--- config.mk ---
export PLATFORM = sky130hd
export DESIGN_NAME = pk
export DESIGN_NICKNAME = d
export VERILOG_FILES = /design/src/common/pk_pkg.sv /design/src/hdl/pk.sv /design/src/display/sevenseg_mux.sv /design/src/hdl/panel_signals.sv /design/src/hdl/status_reporter.sv /design/src/hdl/panel_cmd_decoder.sv /design/src/uart/uart_tx.sv /design/src/uart/uart_rx.sv
export SDC_FILE = /design/constraint.sdc
export NUM_CORES = 1
export LEC_CHECK = 0
export ABC_AREA = 1
export ABC_CLOCK_PERIOD_IN_PS = 2150
export BUFFER_PORTS_ARGS = -buffer_cell sky130_fd_sc_hd__buf_2
export CAP_MARGIN = 20
export CORE_AREA = 3 3 133 135
export CTS_BUF_LIST = sky130_fd_sc_hd__clkbuf_2
export DETAILED_ROUTE_END_ITERATION = 8
export DIE_AREA = 0 0 136 138
export GPL_ROUTABILITY_DRIVEN = 0
export PLACE_DENSITY = 0.85
export SLEW_MARGIN = 20
export SYNTH_ARGS = -nofsm -noshare
export SYNTH_HDL_FRONTEND = slang
export SYNTH_HIERARCHICAL = 1
export SYNTH_SLANG_ARGS = --single-unit
export TNS_END_PERCENT = 10
--- constraint.sdc ---
create_clock -name CLK_EXT -period 2.15 [get_ports CLK_EXT]
set_input_delay 0.43 -clock CLK_EXT [delete_from_list [all_inputs] [get_ports CLK_EXT]]
set_output_delay 0.43 -clock CLK_EXT [all_outputs]
set_load 0.02 [all_outputs]
--- src/common/pk_pkg.sv ---
//////////////////////////////////////////////////
// pk shared definitions
// command classes, function key indices, rotary
// bus codes and the vector types of the panel
//////////////////////////////////////////////////
package pk_pkg;

	typedef logic [7:0] byte_t;
	// bit 0 is the most significant, as on the machine
	typedef logic [0:15] word_t;
	typedef logic [11:0] fnkey_t;
	typedef logic [3:0] rot_pos_t;
	// wre_, rsc, rsb, rsa, wic, wac, war, wir, wrs, wrz, wkb
	typedef logic [10:0] rot_bus_t;

	typedef enum logic [3:0] {
		FN_START, FN_MODE, FN_CLOCK, FN_STOPN, FN_STEP, FN_FETCH,
		FN_STORE, FN_CYCLE, FN_LOAD, FN_BIN, FN_OPRQ, FN_CLEAR
	} fn_idx_e;

	// stopn up to clear are momentary
	localparam fnkey_t FN_MOMENTARY = 12'b1111_1111_1000;

	// top three bits of a command byte
	typedef enum logic [2:0] {
		CMD_UNUSED   = 3'd0,
		CMD_FNKEY    = 3'd1,
		CMD_KEYS_LO  = 3'd2,
		CMD_KEYS_LO_B = 3'd3,
		CMD_KEYS_MID = 3'd4,
		CMD_KEYS_HI  = 3'd5,
		CMD_STATUS   = 3'd6,
		CMD_ROTARY   = 3'd7
	} cmd_class_e;

	localparam rot_pos_t ROT_POS_R1 = 4'd1;

	localparam rot_bus_t ROT_BUS_R0 = 11'b100_0000_0000;
	localparam rot_bus_t ROT_BUS_R1 = 11'b100_1000_0000;
	localparam rot_bus_t ROT_BUS_R2 = 11'b101_0000_0000;
	localparam rot_bus_t ROT_BUS_R3 = 11'b101_1000_0000;
	localparam rot_bus_t ROT_BUS_R4 = 11'b110_0000_0000;
	localparam rot_bus_t ROT_BUS_R5 = 11'b110_1000_0000;
	localparam rot_bus_t ROT_BUS_R6 = 11'b111_0000_0000;
	localparam rot_bus_t ROT_BUS_R7 = 11'b111_1000_0000;
	localparam rot_bus_t ROT_BUS_IC = 11'b000_0100_0000;
	localparam rot_bus_t ROT_BUS_AC = 11'b000_0010_0000;
	localparam rot_bus_t ROT_BUS_AR = 11'b000_0001_0000;
	localparam rot_bus_t ROT_BUS_IR = 11'b000_0000_1000;
	localparam rot_bus_t ROT_BUS_SR = 11'b000_0000_0100;
	localparam rot_bus_t ROT_BUS_RZ = 11'b000_0000_0010;
	localparam rot_bus_t ROT_BUS_KB = 11'b000_0000_0001;

	// indexed by rotary position, 14 and 15 both select kb
	localparam rot_bus_t ROT_BUS_TABLE [0:15] = '{
		ROT_BUS_R0, ROT_BUS_R1, ROT_BUS_R2, ROT_BUS_R3,
		ROT_BUS_R4, ROT_BUS_R5, ROT_BUS_R6, ROT_BUS_R7,
		ROT_BUS_IC, ROT_BUS_AC, ROT_BUS_AR, ROT_BUS_IR,
		ROT_BUS_SR, ROT_BUS_RZ, ROT_BUS_KB, ROT_BUS_KB
	};

	typedef struct packed {
		fnkey_t fnkey;
		word_t keys;
		rot_pos_t rot_pos;
		rot_bus_t rot_bus;
	} panel_state_s;

	// machine lamps, plus the panel's own stop_n flip-flop
	typedef struct packed {
		word_t w;
		logic p;
		logic mc_0;
		logic alarm;
		logic wait_in;
		logic irq;
		logic q;
		logic run;
		logic stop_n;
	} mach_status_s;

endpackage
--- src/hdl/pk.sv ---
//////////////////////////////////////////////////
// pk operator control panel
// serial host link in, machine control lines,
// status frame and seven segment display out
//////////////////////////////////////////////////
`timescale 1ns/10ps

module pk import pk_pkg::*; #(
	parameter int TIMER_CYCLE_MS = 1,
	parameter int CLK_EXT_HZ = 50_000_000,
	parameter int UART_BAUD = 1_000_000
) (
	input logic CLK_EXT,
	input logic rst_n,
	input logic RXD,
	output logic TXD,
	output logic [7:0] SEG,
	output logic [7:0] DIG,
	// sheet 1
	input logic hlt_n,
	input logic off,
	output logic work,
	output logic stop,
	output logic start,
	output logic mode,
	output logic stop_n,
	// sheet 2
	input logic p0,
	output word_t kl,
	output logic dcl,
	output logic step,
	output logic fetch,
	output logic store,
	output logic cycle,
	output logic load,
	output logic bin,
	output logic oprq,
	// sheet 3
	output logic zegar,
	// sheet 4
	input word_t w,
	input logic p,
	input logic mc_0,
	input logic alarm,
	input logic wait_in,
	input logic irq,
	input logic q,
	input logic run,
	// sheet 5
	output logic wre_,
	output logic rsa,
	output logic rsb,
	output logic rsc,
	output logic wic,
	output logic wac,
	output logic war,
	output logic wir,
	output logic wrs,
	output logic wrz,
	output logic wkb
);

	localparam int CLKS_PER_BIT = CLK_EXT_HZ / UART_BAUD;
	localparam int TIMER_PERIOD = TIMER_CYCLE_MS * (CLK_EXT_HZ / 1_000);
	// 1 us key pulse
	localparam int KEY_PULSE_CYCLES = CLK_EXT_HZ / 1_000_000;
	// full display refresh at 1 kHz
	localparam int SCAN_CYCLES = CLK_EXT_HZ / 8_000;

	byte_t rx_byte;
	byte_t tx_byte;
	logic rx_valid;
	logic tx_send;
	logic tx_busy;
	logic status_req;
	logic [7:0] dig;
	panel_state_s state;
	mach_status_s mstat;

	assign mstat = '{w: w, p: p, mc_0: mc_0, alarm: alarm, wait_in: wait_in,
		irq: irq, q: q, run: run, stop_n: stop_n};

	uart_rx #(.CLKS_PER_BIT(CLKS_PER_BIT)) u_rx (
		.CLK_EXT(CLK_EXT), .rst_n(rst_n), .rxd(RXD),
		.rx_byte(rx_byte), .rx_valid(rx_valid)
	);

	uart_tx #(.CLKS_PER_BIT(CLKS_PER_BIT)) u_tx (
		.CLK_EXT(CLK_EXT), .rst_n(rst_n), .tx_byte(tx_byte),
		.tx_send(tx_send), .txd(TXD), .tx_busy(tx_busy)
	);

	panel_cmd_decoder #(.KEY_PULSE_CYCLES(KEY_PULSE_CYCLES)) u_dec (
		.CLK_EXT(CLK_EXT), .rst_n(rst_n), .rx_byte(rx_byte),
		.rx_valid(rx_valid), .state(state), .status_req(status_req)
	);

	status_reporter u_rep (
		.CLK_EXT(CLK_EXT), .rst_n(rst_n), .status_req(status_req),
		.tx_busy(tx_busy), .state(state), .mstat(mstat),
		.tx_byte(tx_byte), .tx_send(tx_send)
	);

	panel_signals #(.TIMER_PERIOD(TIMER_PERIOD)) u_sig (
		.CLK_EXT(CLK_EXT), .rst_n(rst_n), .fnkey(state.fnkey),
		.hlt_n(hlt_n), .p0(p0), .start(start), .stop(stop),
		.stop_n(stop_n), .fetch(fetch), .store(store), .cycle(cycle),
		.load(load), .bin(bin), .zegar(zegar)
	);

	sevenseg_mux #(.SCAN_CYCLES(SCAN_CYCLES)) u_disp (
		.CLK_EXT(CLK_EXT), .rst_n(rst_n), .mstat(mstat),
		.state(state), .seg(SEG), .dig(dig)
	);

	// machine powered off, display goes dark
	assign DIG = off ? 8'h00 : dig;

	assign work = state.fnkey[FN_START];
	assign mode = state.fnkey[FN_MODE];
	assign dcl = state.fnkey[FN_CLEAR];
	assign step = state.fnkey[FN_STEP];
	assign oprq = state.fnkey[FN_OPRQ];
	assign kl = state.keys;
	assign {wre_, rsc, rsb, rsa, wic, wac, war, wir, wrs, wrz, wkb} = state.rot_bus;

endmodule

--- src/display/sevenseg_mux.sv ---
//////////////////////////////////////////////////
// seven segment display driver
// scans eight digits one at a time: w in hex,
// register name from the rotary bus, p and mc_0
//////////////////////////////////////////////////
`timescale 1ns/10ps

module sevenseg_mux import pk_pkg::*; #(
	parameter int SCAN_CYCLES = 6_250
) (
	input logic CLK_EXT,
	input logic rst_n,
	input mach_status_s mstat,
	input panel_state_s state,
	output logic [7:0] seg,
	output logic [7:0] dig
);

	localparam int SW = $clog2(SCAN_CYCLES + 1);

	logic [SW-1:0] scan_cnt;
	logic [2:0] digit;
	logic [7:0] dots;
	logic [6:0] glyph;
	// left glyph in 13:7, right glyph in 6:0
	logic [13:0] reg_glyphs;

	// segments g..a, active high
	function automatic logic [6:0] hex_seg(input logic [3:0] h);
		case (h)
			4'h0: return 7'h3f;
			4'h1: return 7'h06;
			4'h2: return 7'h5b;
			4'h3: return 7'h4f;
			4'h4: return 7'h66;
			4'h5: return 7'h6d;
			4'h6: return 7'h7d;
			4'h7: return 7'h07;
			4'h8: return 7'h7f;
			4'h9: return 7'h6f;
			4'ha: return 7'h77;
			4'hb: return 7'h7c;
			4'hc: return 7'h39;
			4'hd: return 7'h5e;
			4'he: return 7'h79;
			default: return 7'h71;
		endcase
	endfunction

	always_ff @(posedge CLK_EXT or negedge rst_n) begin
		if (!rst_n) begin
			scan_cnt <= '0;
			digit <= '0;
		end else if (scan_cnt == SW'(SCAN_CYCLES - 1)) begin
			scan_cnt <= '0;
			digit <= digit + 1'b1;
		end else begin
			scan_cnt <= scan_cnt + 1'b1;
		end
	end

	// r0..r7 show "r" and the number, others a two letter name
	always_comb begin
		if (state.rot_bus[10]) begin
			reg_glyphs = {7'h50, hex_seg({1'b0, state.rot_bus[9:7]})};
		end else begin
			case (state.rot_bus)
				ROT_BUS_IC: reg_glyphs = {7'h30, 7'h39};
				ROT_BUS_AC: reg_glyphs = {7'h77, 7'h39};
				ROT_BUS_AR: reg_glyphs = {7'h77, 7'h50};
				ROT_BUS_IR: reg_glyphs = {7'h30, 7'h50};
				ROT_BUS_SR: reg_glyphs = {7'h6d, 7'h50};
				ROT_BUS_RZ: reg_glyphs = {7'h50, 7'h5b};
				ROT_BUS_KB: reg_glyphs = {7'h75, 7'h7c};
				default: reg_glyphs = '0;
			endcase
		end
	end

	always_comb begin
		case (digit)
			3'd0: glyph = hex_seg(mstat.w[12:15]);
			3'd1: glyph = hex_seg(mstat.w[8:11]);
			3'd2: glyph = hex_seg(mstat.w[4:7]);
			3'd3: glyph = hex_seg(mstat.w[0:3]);
			3'd4: glyph = '0;
			3'd5: glyph = reg_glyphs[6:0];
			3'd6: glyph = reg_glyphs[13:7];
			default: glyph = {~mstat.mc_0, 5'b00000, mstat.p};
		endcase
	end

	assign dots = {mstat.run, mstat.wait_in, mstat.alarm, mstat.irq,
		state.fnkey[FN_MODE], mstat.stop_n, state.fnkey[FN_CLOCK], mstat.q};

	assign seg = {dots[digit], glyph};
	assign dig = 8'b0000_0001 << digit;

endmodule

--- src/hdl/panel_signals.sv ---
//////////////////////////////////////////////////
// panel control lines
// start/stop pulses, stop_n flip-flop, p0 gated
// memory keys and the zegar clock tick
//////////////////////////////////////////////////
`timescale 1ns/10ps

module panel_signals import pk_pkg::*; #(
	parameter int TIMER_PERIOD = 50_000
) (
	input logic CLK_EXT,
	input logic rst_n,
	input fnkey_t fnkey,
	input logic hlt_n,
	input logic p0,
	output logic start,
	output logic stop,
	output logic stop_n,
	output logic fetch,
	output logic store,
	output logic cycle,
	output logic load,
	output logic bin,
	output logic zegar
);

	localparam int TW = $clog2(TIMER_PERIOD + 1);

	logic start_key_d;
	logic stopn_key_d;
	logic stopn_rise;
	logic clr_n;
	logic [TW-1:0] timer_cnt;

	assign stopn_rise = fnkey[FN_STOPN] & ~stopn_key_d;
	// hlt_n from the machine clears stop_n at once
	assign clr_n = rst_n & hlt_n;

	always_ff @(posedge CLK_EXT or negedge rst_n) begin
		if (!rst_n) begin
			start_key_d <= 1'b0;
			stopn_key_d <= 1'b0;
			start <= 1'b0;
			stop <= 1'b0;
			timer_cnt <= TW'(TIMER_PERIOD - 1);
		end else begin
			start_key_d <= fnkey[FN_START];
			stopn_key_d <= fnkey[FN_STOPN];
			start <= fnkey[FN_START] & ~start_key_d;
			stop <= ~fnkey[FN_START] & start_key_d;
			// free running, the clock key only gates the output
			if (timer_cnt == '0)
				timer_cnt <= TW'(TIMER_PERIOD - 1);
			else
				timer_cnt <= timer_cnt - 1'b1;
		end
	end

	always_ff @(posedge CLK_EXT or negedge clr_n) begin
		if (!clr_n)
			stop_n <= 1'b0;
		else if (stopn_rise)
			stop_n <= ~stop_n;
	end

	assign fetch = fnkey[FN_FETCH] & p0;
	assign store = fnkey[FN_STORE] & p0;
	assign cycle = fnkey[FN_CYCLE] & p0;
	assign load = fnkey[FN_LOAD] & p0;
	assign bin = fnkey[FN_BIN] & p0;

	assign zegar = fnkey[FN_CLOCK] & (timer_cnt == '0);

endmodule

--- src/hdl/status_reporter.sv ---
//////////////////////////////////////////////////
// status reporter
// answers a status request with four bytes on
// the uart, one byte per transmitter round trip
//////////////////////////////////////////////////
`timescale 1ns/10ps

module status_reporter import pk_pkg::*; (
	input logic CLK_EXT,
	input logic rst_n,
	input logic status_req,
	input logic tx_busy,
	input panel_state_s state,
	input mach_status_s mstat,
	output byte_t tx_byte,
	output logic tx_send
);

	typedef enum logic [1:0] {S_IDLE, S_SEND, S_WAIT_BUSY, S_WAIT_DONE} rep_state_e;

	rep_state_e rstate;
	logic [1:0] byte_cnt;
	byte_t frame_byte;

	always_comb begin
		case (byte_cnt)
			2'd0: frame_byte = mstat.w[0:7];
			2'd1: frame_byte = mstat.w[8:15];
			2'd2: frame_byte = {state.fnkey[FN_MODE], mstat.stop_n, state.fnkey[FN_CLOCK],
				mstat.q, mstat.p, ~mstat.mc_0, mstat.irq, mstat.run};
			default: frame_byte = {state.rot_pos, 2'b00, mstat.wait_in, mstat.alarm};
		endcase
	end

	always_ff @(posedge CLK_EXT or negedge rst_n) begin
		if (!rst_n) begin
			rstate <= S_IDLE;
			byte_cnt <= '0;
			tx_send <= 1'b0;
		end else begin
			tx_send <= 1'b0;
			case (rstate)
				S_IDLE: begin
					byte_cnt <= '0;
					// requests while the line is busy are lost
					if (status_req && !tx_busy)
						rstate <= S_SEND;
				end
				S_SEND: begin
					tx_send <= 1'b1;
					rstate <= S_WAIT_BUSY;
				end
				S_WAIT_BUSY: if (tx_busy) rstate <= S_WAIT_DONE;
				default: begin
					if (!tx_busy) begin
						byte_cnt <= byte_cnt + 1'b1;
						rstate <= (byte_cnt == 2'd3) ? S_IDLE : S_SEND;
					end
				end
			endcase
		end
	end

	// byte is frozen at the moment it is handed over
	always_ff @(posedge CLK_EXT) begin
		if (rstate == S_SEND)
			tx_byte <= frame_byte;
	end

endmodule

--- src/hdl/panel_cmd_decoder.sv ---
//////////////////////////////////////////////////
// panel command decoder
// turns host command bytes into function keys,
// data keys and rotary switch state, and ends
// momentary keys after a fixed pulse
//////////////////////////////////////////////////
`timescale 1ns/10ps

module panel_cmd_decoder import pk_pkg::*; #(
	parameter int KEY_PULSE_CYCLES = 50
) (
	input logic CLK_EXT,
	input logic rst_n,
	input byte_t rx_byte,
	input logic rx_valid,
	output panel_state_s state,
	output logic status_req
);

	localparam int PW = $clog2(KEY_PULSE_CYCLES + 1);

	cmd_class_e cmd;
	logic [3:0] key_idx;
	logic key_valid;
	logic pulse_load;
	logic [PW-1:0] pulse_cnt;

	assign cmd = cmd_class_e'(rx_byte[7:5]);
	assign key_idx = rx_byte[4:1];
	assign key_valid = (key_idx <= FN_CLEAR);
	// setting any momentary key restarts the shared pulse
	assign pulse_load = rx_valid && cmd == CMD_FNKEY && rx_byte[0]
		&& key_valid && FN_MOMENTARY[key_idx];

	always_ff @(posedge CLK_EXT or negedge rst_n) begin
		if (!rst_n) begin
			state.fnkey <= '0;
			state.keys <= '0;
			state.rot_pos <= ROT_POS_R1;
			state.rot_bus <= ROT_BUS_R1;
			status_req <= 1'b0;
			pulse_cnt <= '0;
		end else begin
			status_req <= 1'b0;
			if (pulse_load)
				pulse_cnt <= PW'(KEY_PULSE_CYCLES - 1);
			else if (pulse_cnt != '0)
				pulse_cnt <= pulse_cnt - 1'b1;
			// pulse over, a new key write below still wins
			if (pulse_cnt == '0)
				state.fnkey <= state.fnkey & ~FN_MOMENTARY;
			if (rx_valid) begin
				case (cmd)
					CMD_FNKEY: begin
						if (key_valid)
							state.fnkey[key_idx] <= rx_byte[0];
					end
					// word bit 15 is the lsb, so field 5:0 is kl[10:15]
					CMD_KEYS_LO, CMD_KEYS_LO_B: state.keys[10:15] <= rx_byte[5:0];
					CMD_KEYS_MID: state.keys[5:9] <= rx_byte[4:0];
					CMD_KEYS_HI: state.keys[0:4] <= rx_byte[4:0];
					CMD_STATUS: status_req <= 1'b1;
					CMD_ROTARY: begin
						state.rot_pos <= rx_byte[3:0];
						state.rot_bus <= ROT_BUS_TABLE[rx_byte[3:0]];
					end
					default: ;
				endcase
			end
		end
	end

endmodule

--- src/uart/uart_tx.sv ---
//////////////////////////////////////////////////
// uart transmitter, 8N1
// busy from the cycle after send until the end
// of the stop bit
//////////////////////////////////////////////////
`timescale 1ns/10ps

module uart_tx import pk_pkg::*; #(
	parameter int CLKS_PER_BIT = 16
) (
	input logic CLK_EXT,
	input logic rst_n,
	input byte_t tx_byte,
	input logic tx_send,
	output logic txd,
	output logic tx_busy
);

	localparam int CW = $clog2(CLKS_PER_BIT + 1);

	typedef enum logic [1:0] {TX_IDLE, TX_START, TX_DATA, TX_STOP} tx_state_e;

	tx_state_e state;
	logic [CW-1:0] clk_cnt;
	logic [2:0] bit_cnt;
	byte_t data_q;

	assign tx_busy = (state != TX_IDLE);

	always_ff @(posedge CLK_EXT or negedge rst_n) begin
		if (!rst_n) begin
			state <= TX_IDLE;
			txd <= 1'b1;
			clk_cnt <= '0;
			bit_cnt <= '0;
		end else if (state == TX_IDLE) begin
			if (tx_send) begin
				state <= TX_START;
				txd <= 1'b0;
				clk_cnt <= CW'(CLKS_PER_BIT - 1);
			end
		end else if (clk_cnt != '0) begin
			clk_cnt <= clk_cnt - 1'b1;
		end else begin
			clk_cnt <= CW'(CLKS_PER_BIT - 1);
			case (state)
				TX_START: begin
					state <= TX_DATA;
					txd <= data_q[0];
					bit_cnt <= '0;
				end
				TX_DATA: begin
					if (bit_cnt == 3'd7) begin
						state <= TX_STOP;
						txd <= 1'b1;
					end else begin
						txd <= data_q[bit_cnt + 1'b1];
						bit_cnt <= bit_cnt + 1'b1;
					end
				end
				default: state <= TX_IDLE;
			endcase
		end
	end

	always_ff @(posedge CLK_EXT) begin
		if (state == TX_IDLE && tx_send)
			data_q <= tx_byte;
	end

endmodule

--- src/uart/uart_rx.sv ---
//////////////////////////////////////////////////
// uart receiver, 8N1
// samples each bit in its middle and strobes
// rx_valid once per good frame
//////////////////////////////////////////////////
`timescale 1ns/10ps

module uart_rx import pk_pkg::*; #(
	parameter int CLKS_PER_BIT = 16
) (
	input logic CLK_EXT,
	input logic rst_n,
	input logic rxd,
	output byte_t rx_byte,
	output logic rx_valid
);

	localparam int CW = $clog2(CLKS_PER_BIT + 1);

	typedef enum logic [1:0] {RX_IDLE, RX_START, RX_DATA, RX_STOP} rx_state_e;

	rx_state_e state;
	logic [1:0] rxd_sync;
	logic [CW-1:0] clk_cnt;
	logic [2:0] bit_cnt;
	logic rxd_s;
	logic sample;

	assign rxd_s = rxd_sync[1];
	assign sample = (state != RX_IDLE) && (clk_cnt == '0);

	always_ff @(posedge CLK_EXT or negedge rst_n) begin
		if (!rst_n) begin
			state <= RX_IDLE;
			rxd_sync <= 2'b11;
			clk_cnt <= '0;
			bit_cnt <= '0;
			rx_valid <= 1'b0;
		end else begin
			rxd_sync <= {rxd_sync[0], rxd};
			rx_valid <= 1'b0;
			if (state == RX_IDLE) begin
				// half a bit to reach the middle of the start bit
				if (!rxd_s) begin
					state <= RX_START;
					clk_cnt <= CW'(CLKS_PER_BIT / 2 - 1);
				end
			end else if (!sample) begin
				clk_cnt <= clk_cnt - 1'b1;
			end else begin
				clk_cnt <= CW'(CLKS_PER_BIT - 1);
				case (state)
					RX_START: begin
						// glitch, not a start bit
						state <= rxd_s ? RX_IDLE : RX_DATA;
						bit_cnt <= '0;
					end
					RX_DATA: begin
						bit_cnt <= bit_cnt + 1'b1;
						if (bit_cnt == 3'd7)
							state <= RX_STOP;
					end
					default: begin
						// bad stop bit drops the frame
						rx_valid <= rxd_s;
						state <= RX_IDLE;
					end
				endcase
			end
		end
	end

	// lsb first
	always_ff @(posedge CLK_EXT) begin
		if (sample && state == RX_DATA)
			rx_byte <= {rxd_s, rx_byte[7:1]};
	end

endmodule

**Word level (Yosys, flattened, before mapping)**

Memory sizes are Yosys's and may differ from the RTL's. A register that Yosys moved wholly into a read port is not among the register bits.
Index checks and enable logic that the tools add are counted.
W data, S select, Z words.

- Add/sub/neg operators: 9
- Magnitude comparators: 6
- Eq/ne operators: 42
- Shifts and indexed selects: 1
- Multiplexer cells: 66
- Bitwise gates (word level): 20
- Reductions and logical operators: 41

Operators by type and width:

| operator | count |
|---|---|
| $pmux W14 S7 | 1 |
| $mux W6 | 9 |
| $pmux W7 S7 | 1 |
| $mux W43 | 1 |
| $mux W12 | 3 |
| $eq A3 B3 Y1 const B | 9 |
| $mux W2 | 13 |
| $pmux W8 S3 | 1 |
| $mux W11 | 2 |
| $sub A6 B1 Y6 const B | 3 |
| $logic_not A16 Y1 | 1 |
| $mux W16 | 1 |
| $sub A16 B1 Y16 const B | 1 |
| $mux W1 | 15 |
| $mux W15 | 1 |
| $reduce_and A3 Y1 | 5 |
| $mux W14 | 1 |
| $add A13 B1 Y13 const B | 1 |
| $eq A13 B13 Y1 const B | 1 |
| $mux W13 | 1 |
| $bwmux W12 | 1 |
| $eq A3 B2 Y1 const B | 4 |
| $logic_not A6 Y1 | 2 |
| $pmux W2 S2 | 3 |
| 44 further kinds | 104 |

- Flip-flop bits (word level): 142
- Bits in read-only memories: 696
- Input bits: 29
- Output and inout port bits: 58
- Word-level logic and storage cells: 223
- Memories kept: 7

Memories:

| name | words | bits a word | rd ports | clocked after Yosys merged registers in | wr ports | RTL line | text |
|---|---|---|---|---|---|---|---|
| (name not given) | 16 | 11 | 1 | 0 | 0 | panel_cmd_decoder.sv:65 | `state.rot_bus <= ROT_BUS_TABLE[rx_byte[3:0]];` |
| (name not given) | 16 | 7 | 1 | 0 | 0 | sevenseg_mux.sv:30 | `case (h)` |
| (name not given) | 16 | 7 | 1 | 0 | 0 | sevenseg_mux.sv:30 |  |
| (name not given) | 16 | 7 | 1 | 0 | 0 | sevenseg_mux.sv:30 |  |
| (name not given) | 16 | 7 | 1 | 0 | 0 | sevenseg_mux.sv:30 |  |
| (name not given) | 8 | 7 | 1 | 0 | 0 | sevenseg_mux.sv:30 |  |
| 1 more memories | n/a | n/a | n/a | n/a | n/a | n/a |  |

**Depth between registers and ports, before layout**

Gate-level depths: netlist of run 1.

- Word-level depth: 8
- Gate-level depth with buffers: 13
- Depth with buffers taken out: 13

**Modules after synthesis**

Netlist of run 1, hierarchy kept.

By module, submodules not included:

| module | instances | cells an instance | area an instance (µm²) | sequential area each (µm²) |
|---|---|---|---|---|
| sevenseg_mux | 1 | 426 | 2657.5 | 400.4 |
| panel_cmd_decoder | 1 | 263 | 2267.2 | 1255.0 |
| panel_signals | 1 | 147 | 1188.6 | 536.8 |
| uart_rx | 1 | 98 | 1052.3 | 593.1 |
| uart_tx | 1 | 105 | 1032.2 | 541.8 |
| status_reporter | 1 | 99 | 827.0 | 365.4 |
| pk | 1 | 17 | 71.3 | 0.0 |

**Worst setup path after synthesis of run 1**

OpenSTA, ideal clock, no wires.

- Path kind: reg-to-output
- From: register u_disp.digit[0]
- To: output port SEG[2]
- Data arrival time: 1.630 ns
- Required time: 1.720 ns
- Slack: 0.090 ns
- Stages on the path, launching flop included: 8
- Buffers on the path: 0
- Cell sequence: dfrtp_1 > inv_1 > ha_1 > inv_1 > nor2_2 > a21boi_0 > nor3_1 > a31oi_1

- Longest elaborated chain between the ends: 2
- Elaborated cells on any way between the ends: 8
- Classes of those cells: 6 x eq/ne; 1 x mux; 1 x reduce/logical

RTL lines:

| item | RTL line | text |
|---|---|---|
| start: declaration | sevenseg_mux.sv:22 | `logic [2:0] digit;` |
| start signal: assignment | sevenseg_mux.sv:56 | `digit <= digit + 1'b1;` |
| $eq A3 B3 Y1 (tied with other cells) | sevenseg_mux.sv:81 | `case (digit)` |
| $pmux W7 S7 * | sevenseg_mux.sv:81 |  |
| end: declaration | pk.sv:17 | `output logic [7:0] SEG,` |

Mark *: on every way between the ends. The rest lies on a longest branch, timed or not.

**Worst setup path in the final report of run 1**

- From: register u_disp.digit[0]
- To: output port SEG[1]

Same word-level chain as after synthesis.

==> impl_results.md, run 1 <==
- Status: finished with violations
- Failing checks: setup timing
- Yosys warns: 6
- Reg power frac: 0.458
- Fraction of final layout cells with drive strength greater than 1: 0.227
- Largest family of logic cells by synthesized area: simple AND/OR/NAND/NOR gates
- Top cells by count, synth: 268 x nand2_1, 152 x inv_1, 124 x nand3_1
- Worst hold path type: primary input to asynchronous set/reset pin
- Starting density of the core: 0.549
- Final core utilization: 0.632
- Longest Clk Path Bufs: 2
- Post-DP HPWL: 15500 um
- Clk pwr share: 0.220
- Mux share of post-synthesis cell area: 0.00110
- Routed WL per cell: between 10 and 15 um
- Post-Synth Adder-Cell Area: 0.0894
- Yosys top cell area share: 0.283
- Syn_area_per_cell: 7.88 sq um
- Synth area leaders: dfrtp_1 28%, nand2_1 11%, ha_1 8.9%
- Crit path top cell by count: buf_4
- Drt total wl: roughly 21000 um
- RSZ-0062 raised after global routing: true
- Largest stage delay, worst path: around 480 ps
- Sw power: 2910 uW
- Clock Pin Slew Worst Setup and Hold Paths: roughly 210 ps
- Post-route ant nets: 0
- Vias post-DR: 8125
- Post-Syn Nets: about 1200
- Post-synth top area cell: dfrtp_1
- Crit-path slowest cell: dfrtp_1
- Most common cell in the netlist: nand2_1
- Met2 usage: 0.362
- Final Cycle Share: 1.32
- Syn-to-layout area delta: 15.3%
- Xor-xnor portion of the synthesized cell area: 0.0135
- Switch share: 0.379
- Largest net degree at the start of global routing: 53
- Crit path arrival time: 2420 ps
- Max H-tree Level: 4
- Die Height: 138 um
- DR iter-0 viols: between 600 and 700
- Internal Power: approximately 4800 uW
- Pins Over Slew Limit: 0
- Initial antenna violation count: 0
- Reg-to-Reg Start: u_rx/state[0]$_DFFE_PN0P_
- # DRC: 0
- Die ar.: ~19000 sq um
- R2R setup slack: 390 ps
- Busiest grt layer: met2
- Fill cell count: approximately 1400
- Post-Synthesis Cell Area: ~9000 sq um
- CP Cell Sequence: buf_4 > ha_2 > inv_2 > nand4_1 > buf_4 > buf_4 > nand2_1 > inv_1 > buf_6
- Overall routing resource usage: 0.225
- Worst-margin pin slew: around 550 ps
- # nets final: between 1000 and 1500
- Max VDD drop: 0.000724 V
- Setup TNS: -7150 ps
- Relative slew slack: 0.631
- LEAKAGE: approximately 0.0054 uW
- Synth cell types: 50
- # setup viols final: 17
- Max Fclk: roughly 0.35 GHz
- Row cnt: 47
- Clk_skew: between 30 and 40 ps
- Top FF cell, synth: dfrtp_1
- CP Launch Type: flip-flop
- Io pins: 87
- Logic pwr share: 0.322
- Crit-path max FO: 5
- First-pass GRT wire length: roughly 35000 um
- N_diodes: 0
- Die W: approximately 140 um
- EDFF count, synth: 24
- Simple-gate share of the synthesized area: 0.311
- Buffers on Ports: 86
- Total gr overflow: 0
- Register bit total from synthesis: 142
- CTS tree: built
- Async set-reset flop share out of synthesis: 0.831
- Sequential share of the synthesized area: 0.406
- Worst setup EP type: output pin
- Setup crit start: u_disp/digit[0]$_DFFE_PN0N_
- Root Driver: clkbuf_2
- Cell count after placement: between 1000 and 1500
- Setup ws final: -698 ps
- Vias in the first global route: roughly 7700
- Min Hold Slack: approximately 180 ps
- Post-Syn Instances: 1155
- Met3 usage: 0.0440
- Multi-input logic area: 4740 sq um
- DRT Pass-1 Iters: 7
- Vias per Instance: 5.36
- Compound-Gate Fraction of Synth Area: 0.0948
- Non-filler cells, final: around 1500
- CTS Buf Count: 17
- Min Tclk post-route: around 2800 ps
- Reg area: about 3700 sq um
- Worst Path Class, Setup: flip-flop to output pin
- Clock Sinks: between 100 and 150
- MaxCap Viol Count: 0
- PD cells: 732 nW/um^2
- GR Util met1: 0.309
- Core Region: 16600 sq um
- WP data required: 1720 ps
- Final hold violation count: 0
- Clk Latency, worst-skew pair: ~660 ps
[power groups by stage]
stage | Clock (uW) | Combinational, uW | Sequential (uW)
2_1_floorplan | 0 | 1820 | 3520
5_1_grt | 1860 | 2810 | 3570
3_3_place_gp | 0 | 2280 | 3550
3_5_place_dp | 0 | 2410 | 3560
6_report | 1690 | 2470 | 3520
4_1_cts | 1740 | 2440 | 3510
[state kept, by name, summed over array words and instances, names as in the netlist, 3 cells and up]
name,flops
u_dec/pulse_cnt,6
u_dec/state,43
u_disp/digit,3
u_disp/scan_cnt,13
u_rep/tx_byte,8
u_rx/bit_cnt,3
u_rx/clk_cnt,6
u_rx/rx_byte,8
u_sig/timer_cnt,16
u_tx/bit_cnt,3
u_tx/clk_cnt,6
u_tx/data_q,8
[cell type report]
class | instances | area share
multi-input combinational | 825 | 0.452
tap | 220 | 0.0262
clock buffer | 18 | 0.00859
sequential | 142 | 0.352
clock inverter | 14 | 0.0174
timing repair buffer | 133 | 0.0849
inverter | 164 | 0.0589
[cell families (layout without fill, tap and decap cells)]
group / Yosys count / in the layout
DFF: 142 / 142
muxes: 1 / 1
adders and majority gates: 65 / 65
xor gates and xnor gates: 14 / 14
AOI/OAI and AO/OA: 148 / 148
buffers and inverters: 188 / 329
and+or+nand+nor: 597 / 597
[per-stage QoR]
stage               worst slack [ps]  instance area, sq um  power [uW]
detailed placement              -203                  9960        5970
global route                    -884                 10500        8240
floorplan                       90.2                  9100        5350
finish                          -698                 10500        7680
CTS                             -694                 10400        7700
global placement                -126                  9960        5830
[cells in the final DEF (no fill, tap or decap), types with 4 or more instances in the layout]
cell type / count
clkbuf_2: 18
inv_1: 144
nor2_2: 21
nand3_1: 122
dfrtp_1: 102
buf_6: 6
nand3_2: 6
nand2_4: 6
nor3_1: 8
inv_2: 17
ha_2: 5
dlygate4sd3_1: 4
nand4_1: 19
xor2_1: 8
nor2_4: 13
a31oi_1: 9
o211ai_1: 8
dfstp_2: 15
buf_4: 49
o21ai_1: 7
buf_2: 71
o21ai_2: 12
nand2_1: 267
o21ai_0: 64
edfxtp_1: 24
nor2_1: 100
inv_6: 4
a21oi_1: 30
nand2_2: 17
ha_1: 59
o22ai_1: 5
xnor2_1: 6
[repair_timing]
item / CTS / global route
hold buffers: 4 / 0
setup endpoints to repair: 17 / 17
endpoints found under the hold margin: 109 / 0
pin swaps: 13 / 13
setup buffers: 7 / 0
resized for setup: 40 / 15
[routing by layer]
| layer | part of all wire | wire length, um | up-vias |
|---|---|---|---|
| li1 | - | - | 4006 |
| met1 | 0.43 | 9070 | 3787 |
| met2 | 0.48 | 10000 | 295 |
| met3 | 0.074 | 1570 | 37 |
| met4 | 0.018 | 378 | 0 |
| met5 | 0 | 0 | - |
[worst max-delay path: cells and delay by family (launching register included)]
family                   cells  cell delay (ps)
adder cells (fa/ha/maj)      1              180
buffers and inverters        6              780
flip-flops                   1              480
AND/OR/NAND/NOR              2              330
[worst paths after layout]
check                                                    to  cells after the start
worst max-delay path                                 SEG[1]                      9
worst min-delay path            u_tx/bit_cnt[0]$_DFFE_PN0P_                      2
worst max register to register    u_rx/rx_byte[1]$_DFFE_PP_                      6
worst min register to register   u_rx/rxd_sync[1]$_DFF_PN1_                      0
max in group asynchronous          u_sig/stop_n$_DFFE_PN0P_                      5
min in group CLK_EXT             u_rep/tx_byte[1]$_DFFE_PP_                      3
Note: power is estimated with default switching activity, not from simulation.
==> run 2, diff against run 1 <==
--- a/config.mk
+++ b/config.mk
@@ -10,7 +10,7 @@
 export BUFFER_PORTS_ARGS = -buffer_cell sky130_fd_sc_hd__buf_2
 export CAP_MARGIN = 20
 export CORE_AREA = 3 3 133 135
-export CTS_BUF_LIST = sky130_fd_sc_hd__clkbuf_2
+export CTS_BUF_LIST = sky130_fd_sc_hd__clkbuf_8 sky130_fd_sc_hd__clkbuf_16
 export DETAILED_ROUTE_END_ITERATION = 8
 export DIE_AREA = 0 0 136 138
 export GPL_ROUTABILITY_DRIVEN = 0
==> impl_results.md, run 2 (synthesis results as in run 1) <==
- Logic pwr share: 0.277
- Clock Sinks: approximately 140
- Fraction of final layout cells with drive strength greater than 1: 0.229
- Vias per Instance: 5.44
- Critical path capture point: SEG[0]
- N_diodes: 0
- Setup ws final: -422 ps
- Worst Path Class, Setup: flip-flop to output pin
- Switch share: 0.346
- RSZ-0062 raised after global routing: true
- R2R setup slack: around 410 ps
- Worst-margin pin slew: about 570 ps
- Vias in the first global route: just under 8000
- Starting density of the core: 0.549
- Post-DP HPWL: around 16000 um
- Total power draw: 8950 uW
- Max reg flops: 43
- Commonest non-fill, non-tap cells in the layout: 267 x nand2_1, 143 x inv_1, 122 x nand3_1
- Sw power: roughly 3100 uW
- Vias post-DR: between 8000 and 9000
- Io pins: just under 90
- DR iter-0 viols: approximately 800
- Max VDD drop: 0.000782 V
- Clk pwr share: 0.329
- Failing checks: setup timing
- Worst hold path type: primary input to flip-flop
- Reg power frac: 0.394
- Core Region: about 17000 sq um
- Min Tclk post-route: 2570 ps
- Most common cell after layout, fill and taps aside: nand2_1
- LEAKAGE: roughly 0.0055 uW
- CTS Buf Count: 17
- Die ar.: ~19000 sq um
- Most flops, register: u_dec/state
- Syn-to-layout area delta: 19.0%
- DRT Pass-1 Iters: 6
- Overall routing resource usage: 0.232
- Clk_skew: ~10 ps
- Final hold violation count: 0
- Crit-path max FO: 5
- Longest Clk Path Bufs: 2
- CP Launch Type: flip-flop
- Row cnt: between 40 and 50
- # nets final: 1374
- Initial antenna violation count: 0
- Clock Pin Slew Worst Setup and Hold Paths: approximately 70 ps
- Largest net degree at the start of global routing: 53
- Die Height: around 140 um
- MaxCap Viol Count: 0
- Relative slew slack: 0.621
- Top flop regs: u_dec/state: 43 flops, u_sig/timer_cnt: 16 flops, u_disp/scan_cnt: 13 flops
- Finished Cell Area: about 11000 sq um
- CTS tree: built
- # DRC: 0
- Pins Over Slew Limit: 0
- Routed WL per cell: between 10 and 15 um
- # setup viols final: 9
- Clk Latency, worst-skew pair: 420 ps
- Root Driver: clkbuf_16
- Worst setup EP type: output pin
- PD cells: 827 nW/um^2
- Post-route ant nets: 0
- First-pass GRT wire length: ~36000 um
- RR Endpoint: u_rx/rx_byte[3]$_DFFE_PP_
- Buffers on Ports: 86
- Reg-to-Reg Start: u_rx/state[0]$_DFFE_PN0P_
- Post-DP Area: 9960 sq um
- Final Cycle Share: 1.20
- R2R depth: 6
- Max H-tree Level: 4
- Total gr overflow: 0
- WP data required: between 1500 and 2000 ps
- Die W: about 140 um
- Max Fclk: around 0.39 GHz
- Setup crit start: u_disp/digit[1]$_DFFE_PN0N_
- Internal Power: around 5900 uW
- Crit path arrival time: about 2100 ps
- Fill cell count: roughly 1300
- Drt total wl: between 20000 and 25000 um
- Status: finished with violations
[run 2: cell types whose count changed in the layout (fill, tap and decap cells not counted), moves of 2 or more]
cell / before / now
ha_4: 1 / 5
dlygate4sd3_1: 4 / 2
dfrtp_1: 102 / 100
dfrtp_2: 1 / 3
buf_4: 49 / 44
buf_2: 71 / 74
nor3_2: 2 / 4
bufinv_16: 3 / 1
clkbuf_16: 0 / 19
ha_2: 5 / 1
clkbuf_2: 18 / 0
[run 2: through the flow]
| step | cells | worst slack, ps | util | setup TNS [ps] | hold WS [ps] |
|---|---|---|---|---|---|
| 2_1_floorplan | 1155 | 90.2 | - | 0 | 134 |
| 3_3_place_gp | 1473 | -126 | 0.601 | -224 | 317 |
| 3_5_place_dp | 1473 | -203 | 0.601 | -516 | 310 |
| 4_1_cts | 1513 | -343 | 0.647 | -2220 | 89.1 |
| 5_1_grt | 1513 | -473 | 0.653 | -3440 | 91.5 |
| 6_report | 1513 | -422 | 0.653 | -2690 | 102 |
[run 2: cell type report]
| type | instances | area, sq um | area share |
|---|---|---|---|
| clock inverter | 13 | 126 | 0.0117 |
| inverter | 164 | 621 | 0.0573 |
| multi-input combinational | 825 | 4770 | 0.441 |
| sequential | 142 | 3700 | 0.341 |
| clock buffer | 19 | 475 | 0.0439 |
| timing repair buffer | 130 | 860 | 0.0794 |
| tap | 220 | 275 | 0.0254 |
[run 2: timing repair]
| action | CTS | global route |
|---|---|---|
| resized for setup | 35 | 26 |
| setup buffers | 6 | 0 |
| cloned | 0 | 0 |
| hold buffers | 2 | 0 |
| hold endpoints to repair | 14 | 0 |
| endpoints found under the setup margin | 14 | 15 |
| pin swaps | 11 | 8 |
[run 2: worst min-delay path by stage]
| stage | startpoint | endpoint | slack (ps) | cells after the start |
|---|---|---|---|---|
| floorplan | rst_n | u_dec/pulse_cnt[0]$_DFFE_PN0P_ | 130 | 0 |
| global placement | hlt_n | u_sig/stop_n$_DFFE_PN0P_ | 320 | 3 |
| detailed placement | hlt_n | u_sig/stop_n$_DFFE_PN0P_ | 310 | 3 |
| CTS | RXD | u_rx/rxd_sync[0]$_DFF_PN1_ | 90 | 1 |
| global route | RXD | u_rx/rxd_sync[0]$_DFF_PN1_ | 90 | 1 |
| finish | RXD | u_rx/rxd_sync[0]$_DFF_PN1_ | 100 | 1 |
[run 2: power groups by stage]
stage | registers [uW] | logic [uW] | clock network [uW]
after detailed placement | 3560 | 2410 | 0
final | 3520 | 2480 | 2940
after floorplan | 3520 | 1820 | 0
after global routing | 3570 | 2820 | 3090
after global placement | 3550 | 2280 | 0
after CTS | 3520 | 2450 | 2980
[run 2: worst max-delay path: stages (launching register included)]
cell and delay, ps:
dfrtp_2 440, inv_2 120, ha_4 150, inv_2 40
nand4_1 240, o21ai_1 140, nor3_2 230, nand3_1 100
nand2_1 80, inv_1 50, buf_6 120
[run 2: layer usage]
metal / global-route usage / vias to the layer above / part of all wire
met5: 0 / - / 0
met4: 0.0721 / 0 / 0.018
met3: 0.0480 / 48 / 0.082
met2: 0.375 / 323 / 0.48
met1: 0.313 / 3875 / 0.42
li1: - / 3990 / -
